<file path="config.mk">
export PLATFORM = sky130hd
export DESIGN_NAME = mulAccUnit
export DESIGN_NICKNAME = d
export VERILOG_FILES = /design/src/hdl/arithPkg.sv /design/src/hdl/opPkg.sv /design/src/hdl/partialIf.sv /design/src/hdl/accumulateStage.sv /design/src/hdl/mulAccUnit.sv /design/src/hdl/partialBuffer.sv /design/src/hdl/partialProducts.sv
export SDC_FILE = /design/constraint.sdc
export NUM_CORES = 2
export LEC_CHECK = 0
export ABC_AREA = 1
export BUFFER_PORTS_ARGS = -buffer_cell sky130_fd_sc_hd__buf_2
export CORE_UTILIZATION = 60
export CTS_CLUSTER_SIZE = 8
export DETAILED_ROUTE_END_ITERATION = 12
export HOLD_SLACK_MARGIN = 0.12
export MAX_ROUTING_LAYER = met4
export PLACE_DENSITY = 0.76
export REMOVE_ABC_BUFFERS = 1
export SETUP_SLACK_MARGIN = 0.5
export SLEW_MARGIN = 5
export SYNTH_ARGS = -nofsm -noshare
export SYNTH_HDL_FRONTEND = slang
export SYNTH_SLANG_ARGS = --single-unit
</file>
<file path="constraint.sdc">
create_clock -name Clock -period 28.2 [get_ports Clock]
set_input_delay 0 -clock Clock [delete_from_list [all_inputs] [get_ports Clock]]
set_output_delay 0 -clock Clock [all_outputs]
set_load 0.05 [all_outputs]
</file>
<file path="src/hdl/arithPkg.sv">
/*
 * Widths and vector types of the multiply-accumulate datapath.
 * Operands are split into bytes, and each byte pair gives one
 * sub-product. Refer to these by scoped name.
 */

package arithPkg;

    // ----------------------------------------
    // Widths
    localparam int operandWidth    = 32;
    localparam int byteWidth       = 8;
    localparam int bytesPerOperand = operandWidth / byteWidth;
    localparam int subProductCount = bytesPerOperand * bytesPerOperand;
    localparam int countWidth      = 6;

    // ----------------------------------------
    // Vector types
    typedef logic [operandWidth-1:0]   operandT;
    typedef logic [2*byteWidth-1:0]    subProductT;

    // Index is aByte * bytesPerOperand + bByte
    typedef subProductT                subProductsT [subProductCount];

    // Holds 0 to 32
    typedef logic [countWidth-1:0]     countT;
    typedef logic [2*operandWidth-1:0] resultT;

endpackage

</file>
<file path="src/hdl/opPkg.sv">
/*
 * Operation codes of the multiply-accumulate unit and the depth
 * of the sub-product FIFO between producer and consumer.
 */

package opPkg;

    // ----------------------------------------
    // Operations
    typedef enum logic [1:0] {
        opMult,
        opMadd,
        opClz,
        opClo
    } macOpT;

    // ----------------------------------------
    // FIFO sizing

    // Depth must stay a power of two so the pointers wrap
    localparam int bufferDepth      = 4;
    localparam int bufferIndexWidth = 2;

endpackage

</file>
<file path="src/hdl/partialIf.sv">
/*
 * One sub-product record with a valid/ready handshake.
 * The source side drives the record and valid, the sink side
 * drives ready. A transfer happens on a Clock edge with both high.
 */

`timescale 1ns/1ps

interface partialIf;

    logic                  valid;
    logic                  ready;
    opPkg::macOpT          op;
    arithPkg::subProductsT subProducts;
    arithPkg::countT       count;

    modport source (
        output valid,
        output op,
        output subProducts,
        output count,
        input  ready
    );

    modport sink (
        input  valid,
        input  op,
        input  subProducts,
        input  count,
        output ready
    );

endinterface

</file>
<file path="src/hdl/accumulateStage.sv">
/*
 * Final stage. Shifts and adds the sixteen sub-products into the
 * 64-bit product, updates the accumulator for opMult and opMadd, and
 * holds each result in an output register until outReady.
 */

`timescale 1ns/1ps

module accumulateStage (
    input  logic             Clock,
    input  logic             nReset,
    partialIf.sink           in,
    output logic             outValid,
    input  logic             outReady,
    output arithPkg::resultT outResult
);

    arithPkg::resultT product;
    arithPkg::resultT accumulator;
    arithPkg::resultT nextAccumulator;
    arithPkg::resultT nextResult;
    logic             take;

    // ----------------------------------------
    // Shift and add

    // Each sub-product sits at eight times the sum of its byte positions
    always_comb begin
        product = '0;
        for (int i = 0; i < arithPkg::bytesPerOperand; i++) begin
            for (int j = 0; j < arithPkg::bytesPerOperand; j++) begin
                product = product +
                    (arithPkg::resultT'(in.subProducts[i*arithPkg::bytesPerOperand + j])
                        << (arithPkg::byteWidth * (i + j)));
            end
        end
    end

    // ----------------------------------------
    // Accumulator and result select

    always_comb begin
        nextAccumulator = accumulator;
        nextResult      = arithPkg::resultT'(in.count);
        case (in.op)
            opPkg::opMult: begin
                nextAccumulator = product;
                nextResult      = product;
            end
            opPkg::opMadd: begin
                nextAccumulator = accumulator + product;
                nextResult      = accumulator + product;
            end
            // Counts leave the accumulator alone
            default: begin
                nextAccumulator = accumulator;
            end
        endcase
    end

    // Take a record when the output slot is empty or draining
    assign in.ready = !outValid || outReady;
    assign take     = in.valid && in.ready;

    always_ff @(posedge Clock, negedge nReset) begin
        if (!nReset) begin
            accumulator <= '0;
            outValid    <= 1'b0;
        end else if (take) begin
            accumulator <= nextAccumulator;
            outValid    <= 1'b1;
        end else if (outReady) begin
            outValid    <= 1'b0;
        end
    end

    // ----------------------------------------
    // Output register

    always_ff @(posedge Clock) begin
        if (take) begin
            outResult <= nextResult;
        end
    end

endmodule

</file>
<file path="src/hdl/mulAccUnit.sv">
/*
 * Pipelined unsigned multiply-accumulate unit with leading zero and
 * leading one counts. Operands enter and results leave through
 * valid/ready handshakes, and results come out in input order.
 */

`timescale 1ns/1ps

module mulAccUnit (
    input  logic              Clock,
    input  logic              nReset,
    input  logic              inValid,
    output logic              inReady,
    input  opPkg::macOpT      inOp,
    input  arithPkg::operandT inA,
    input  arithPkg::operandT inB,
    output logic              outValid,
    input  logic              outReady,
    output arithPkg::resultT  outResult
);

    // ----------------------------------------
    // Stage links

    partialIf prodToBuf ();
    partialIf bufToCons ();

    // ----------------------------------------
    // Sub-product stage

    partialProducts producer0 (
        .Clock   (Clock    ),
        .nReset  (nReset   ),
        .inValid (inValid  ),
        .inReady (inReady  ),
        .inOp    (inOp     ),
        .inA     (inA      ),
        .inB     (inB      ),
        .out     (prodToBuf)
    );

    // ----------------------------------------
    // Record FIFO

    partialBuffer buffer0 (
        .Clock  (Clock    ),
        .nReset (nReset   ),
        .in     (prodToBuf),
        .out    (bufToCons)
    );

    // ----------------------------------------
    // Sum and accumulate

    accumulateStage consumer0 (
        .Clock     (Clock    ),
        .nReset    (nReset   ),
        .in        (bufToCons),
        .outValid  (outValid ),
        .outReady  (outReady ),
        .outResult (outResult)
    );

endmodule

</file>
<file path="src/hdl/partialBuffer.sv">
/*
 * FIFO of sub-product records between producer and consumer.
 * Keeps records in order and absorbs consumer stalls. Ready on the
 * input side falls only when every entry is full.
 */

`timescale 1ns/1ps

module partialBuffer (
    input  logic     Clock,
    input  logic     nReset,
    partialIf.sink   in,
    partialIf.source out
);

    localparam logic [opPkg::bufferIndexWidth:0] fullCount =
        (opPkg::bufferIndexWidth + 1)'(opPkg::bufferDepth);

    opPkg::macOpT          opMem      [opPkg::bufferDepth];
    arithPkg::subProductsT productMem [opPkg::bufferDepth];
    arithPkg::countT       countMem   [opPkg::bufferDepth];

    logic [opPkg::bufferIndexWidth-1:0] writePtr;
    logic [opPkg::bufferIndexWidth-1:0] readPtr;
    logic [opPkg::bufferIndexWidth:0]   occupancy;
    logic                               push;
    logic                               pop;

    assign in.ready  = (occupancy != fullCount);
    assign out.valid = (occupancy != '0);

    assign push = in.valid && in.ready;
    assign pop  = out.valid && out.ready;

    // ----------------------------------------
    // Storage

    always_ff @(posedge Clock) begin
        if (push) begin
            opMem[writePtr]      <= in.op;
            productMem[writePtr] <= in.subProducts;
            countMem[writePtr]   <= in.count;
        end
    end

    assign out.op          = opMem[readPtr];
    assign out.subProducts = productMem[readPtr];
    assign out.count       = countMem[readPtr];

    // ----------------------------------------
    // Pointers and occupancy

    always_ff @(posedge Clock, negedge nReset) begin
        if (!nReset) begin
            writePtr  <= '0;
            readPtr   <= '0;
            occupancy <= '0;
        end else begin
            if (push) begin
                writePtr <= writePtr + 1'b1;
            end
            if (pop) begin
                readPtr <= readPtr + 1'b1;
            end
            // Simultaneous push and pop leaves the count alone
            case ({push, pop})
                2'b10:   occupancy <= occupancy + 1'b1;
                2'b01:   occupancy <= occupancy - 1'b1;
                default: occupancy <= occupancy;
            endcase
        end
    end

endmodule

</file>
<file path="src/hdl/partialProducts.sv">
/*
 * First pipeline stage. Takes operands with a valid/ready handshake,
 * forms the sixteen byte-by-byte products and the leading zero or one
 * count of A, and registers them as one record for the FIFO.
 */

`timescale 1ns/1ps

module partialProducts (
    input  logic              Clock,
    input  logic              nReset,
    input  logic              inValid,
    output logic              inReady,
    input  opPkg::macOpT      inOp,
    input  arithPkg::operandT inA,
    input  arithPkg::operandT inB,
    partialIf.source          out
);

    arithPkg::subProductsT subProducts;
    arithPkg::operandT     countSource;
    arithPkg::countT       leadingCount;
    logic                  accept;

    // Counts zeros from the top bit down to the first one
    function automatic arithPkg::countT leadingZeros(arithPkg::operandT value);
        arithPkg::countT count;
        logic            found;
        count = '0;
        found = 1'b0;
        for (int i = arithPkg::operandWidth - 1; i >= 0; i--) begin
            if (value[i]) begin
                found = 1'b1;
            end else if (!found) begin
                count = count + 1'b1;
            end
        end
        return count;
    endfunction

    // ----------------------------------------
    // Sub-products

    always_comb begin
        for (int i = 0; i < arithPkg::bytesPerOperand; i++) begin
            for (int j = 0; j < arithPkg::bytesPerOperand; j++) begin
                subProducts[i*arithPkg::bytesPerOperand + j] =
                    inA[i*arithPkg::byteWidth +: arithPkg::byteWidth] *
                    inB[j*arithPkg::byteWidth +: arithPkg::byteWidth];
            end
        end
    end

    // ----------------------------------------
    // Leading count

    // Leading ones of A are the leading zeros of its inverse
    assign countSource  = (inOp == opPkg::opClo) ? ~inA : inA;
    assign leadingCount = leadingZeros(countSource);

    // ----------------------------------------
    // Pipeline register

    // Free when empty or when the held record leaves this cycle
    assign inReady = !out.valid || out.ready;
    assign accept  = inValid && inReady;

    always_ff @(posedge Clock, negedge nReset) begin
        if (!nReset) begin
            out.valid <= 1'b0;
        end else if (accept) begin
            out.valid <= 1'b1;
        end else if (out.ready) begin
            out.valid <= 1'b0;
        end
    end

    always_ff @(posedge Clock) begin
        if (accept) begin
            out.op          <= inOp;
            out.subProducts <= subProducts;
            out.count       <= leadingCount;
        end
    end

endmodule

</file>
==> impl_results.md <==
- Status: completed
- Metal3 WL: 30300 µm
- TritonCTS clock tree: yes
- CTS Buffer Depth: 3
- Fmax: 61.0 MHz
- Post-Syn Area: 99300 µm²
- RSZ-0062 raised after global routing: false
- CTS sink cnt: 1457
- Top layer in use: met4
- Top cells by count, synth: inv_1, nand2_1, edfxtp_1
- Largest net degree at the start of global routing: 149
- Placeable core region: 164000 µm²
- Iter 0 DRT Violations: 7764
- HPWL Detailed: 177000 µm
- Critical path arrival: 16.98 ns
- Fillers: 12000
- Final period util: 0.581
- GP Congestion: 0.915
- Mean Syn Cell Area: 10.1 µm²
- CP most frequent cell: nand2_1
- Type of the worst setup path: input pin to register
- Global-route wire length before repair: 402000 µm
- Worst Max-Slew Pin Slew: 1.16 ns
- Routed WL per cell: 21.4 µm
- Initial core utilization: 0.607
- Number of global-route vias before repair: 71205
- Routed wire length: 261000 µm
- Mapped Cells: 9876
- Register bit count reported by yosys: 1457
- Post-synth EDFFs: 1384
- Minimum clock period: 16.39 ns
- Total placed instance area: 102000 µm²
- Clk_lat worst skew: 0.84 ns
- Sequential cell area: 43400 µm²
- Final Hold Viols: 0
- I/O Pins: 136
- Crit-path max FO: 34
- Top post-synthesis cells by area: edfxtp_1, fa_1, ha_1, inv_1, nand2_1
- Post-synthesis sequential area ratio: 0.437
- H-tree depth: 4
- PortBufs: 135
- Row cnt: 148
- Layout area overhead: 8.40%
- Synth top area share: 0.419
- Vias/cell: 5.80
- Final setup viols: 0
- Via count: 70501
- Post-CTS sizing: 0
- GRT Overall Usage: 0.325
- Critical-path top delay cell: dlygate4sd3_1
- Count leader, synth: inv_1
- CP Capture Type: register
- Hold Slack: 0.177 ns
- DR pass1 iterations: 6
- Final net count: 11524
- Die Footprint: 167000 µm²
- Synthesis warning total: 0
- Met2 routed WL: 118000 µm
- Area of the multi-input gates: 46900 µm²
- Slowest cell delay on critical path: 0.52 ns
- Final Util: 0.658
- Fraction of synthesis flops using an asynchronous set or reset pin: 0.0501
- Cell variety after synth: 62
- Worst setup SP type: input pin
- CTS root buf: clkbuf_16
- Post-CTS setup repair buffer count: 0
- Hold Crit Class: input pin to register
- DRC Markers: 0
- Gr ovfl total: 0
- Prevailing post-synth register cell: edfxtp_1
- Antenna-violating nets left: 0
- CTS Buf Count: 202
- CTS clock-pin slew for the worst setup and hold paths: 0.05 ns
- Post-synth top area cell: edfxtp_1
- Initial antenna violation count: 25
- Max cap viols: 0
- Clock Skew: 0.0660 ns
- Die width: 409 µm
- Post-route cell area: 108000 µm²
- M1 WL: 103000 µm
- Setup_tns: 0 ns
- Fin. max-slew vios: 0
- Layout cells sized above 1: 0.0621
- Cts-stage hold buffer count: 22
- Chip height: 409 µm
- Slew headroom: 0.223
- Required @ worst endpoint: 28.80 ns
==> registers in the layout, summed over array words and instances, names as in the netlist <==
signal                     flops
buffer0.countMem              24
buffer0.occupancy              3
buffer0.opMem                  8
buffer0.productMem          1024
buffer0.readPtr                2
buffer0.writePtr               2
consumer0.accumulator         64
consumer0.outResult           64
consumer0.outValid             1
producer0.out.count            6
producer0.out.op               2
producer0.out.subProducts    256
producer0.out.valid            1
==> cells by family (layout without fill, tap and decap cells) <==
family / after synthesis / after routing / synth area share
buffers and inverters: 2338 / 2435 / 0.0907
adder cells (fa/ha/maj): 1549 / 1549 / 0.249
AO/OA/AOI/OAI: 1399 / 1399 / 0.0795
XOR/XNOR: 295 / 295 / 0.0263
AND/OR/NAND/NOR: 2838 / 2838 / 0.117
flip-flops: 1457 / 1457 / 0.437
other: 0 / 15 / 0
==> final cells by class <==
class / instances / area share
clock buffer: 250 / 0.0487
antenna: 15 / 0.000349
clock inverter: 22 / 0.00347
multi-input combinational: 6081 / 0.436
inverter: 1904 / 0.0667
sequential: 1457 / 0.403
timing repair buffer: 259 / 0.0160
tap: 2175 / 0.0253
==> worst paths after layout <==
check,cells after the start,endpoint,slack (ns),start
worst max-delay path,118,producer0.out.count[4],11.81,inOp[1]
worst min-delay path,5,producer0.out.subProducts[97],0.18,inB[9]
worst max register to register,60,consumer0.accumulator[60],15.66,buffer0.readPtr[0]
worst min register to register,0,buffer0.productMem[3][119],0.44,producer0.out.subProducts[119]
max in group asynchronous,4,buffer0.readPtr[1],27.38,nReset
min in group asynchronous,4,buffer0.writePtr[1],0.21,nReset
==> critical path, delay by kind of cell <==
kind	cells	cell delay, ns
buffers and inverters	21	1.75
AO/OA/AOI/OAI	16	2.41
XOR/XNOR	1	0.13
AND/OR/NAND/NOR	51	4.65
adder cells (fa/ha/maj)	29	8.01
==> placed cells by master, fill, tap and decap left out, types with 99 or more instances in the layout <==
master	synthesis	final
inv_1	1864	1862
o22ai_1	199	199
xor2_1	189	189
nand2_1	1858	1858
o21ai_0	532	532
nand3_1	174	174
edfxtp_1	1384	1384
fa_1	717	717
nor2_1	627	621
a21oi_1	434	434
buf_2	1	134
xnor2_1	103	103
buf_4	2	99
clkbuf_16	0	202
ha_1	832	832
==> stage by stage <==
| stage | setup slack, ns | instances |
|---|---|---|
| floorplan | -4.47 | 9442 |
| global route | 10.38 | 12161 |
| global placement | 11.69 | 11854 |
| finish | 11.81 | 12163 |
| detailed placement | 11.49 | 11854 |
| CTS | 11.87 | 12148 |
==> per-layer routing <==
layer | up-vias | track usage
li1 | 31900 | -
met1 | 34552 | 0.429
met2 | 3545 | 0.495
met3 | 504 | 0.0702
met4 | 0 | 0.119
met5 | - | -
Power is left out: the tool's default activity adds up to more than one toggle a clock period on the data nets, which glitch-free logic cannot reach.
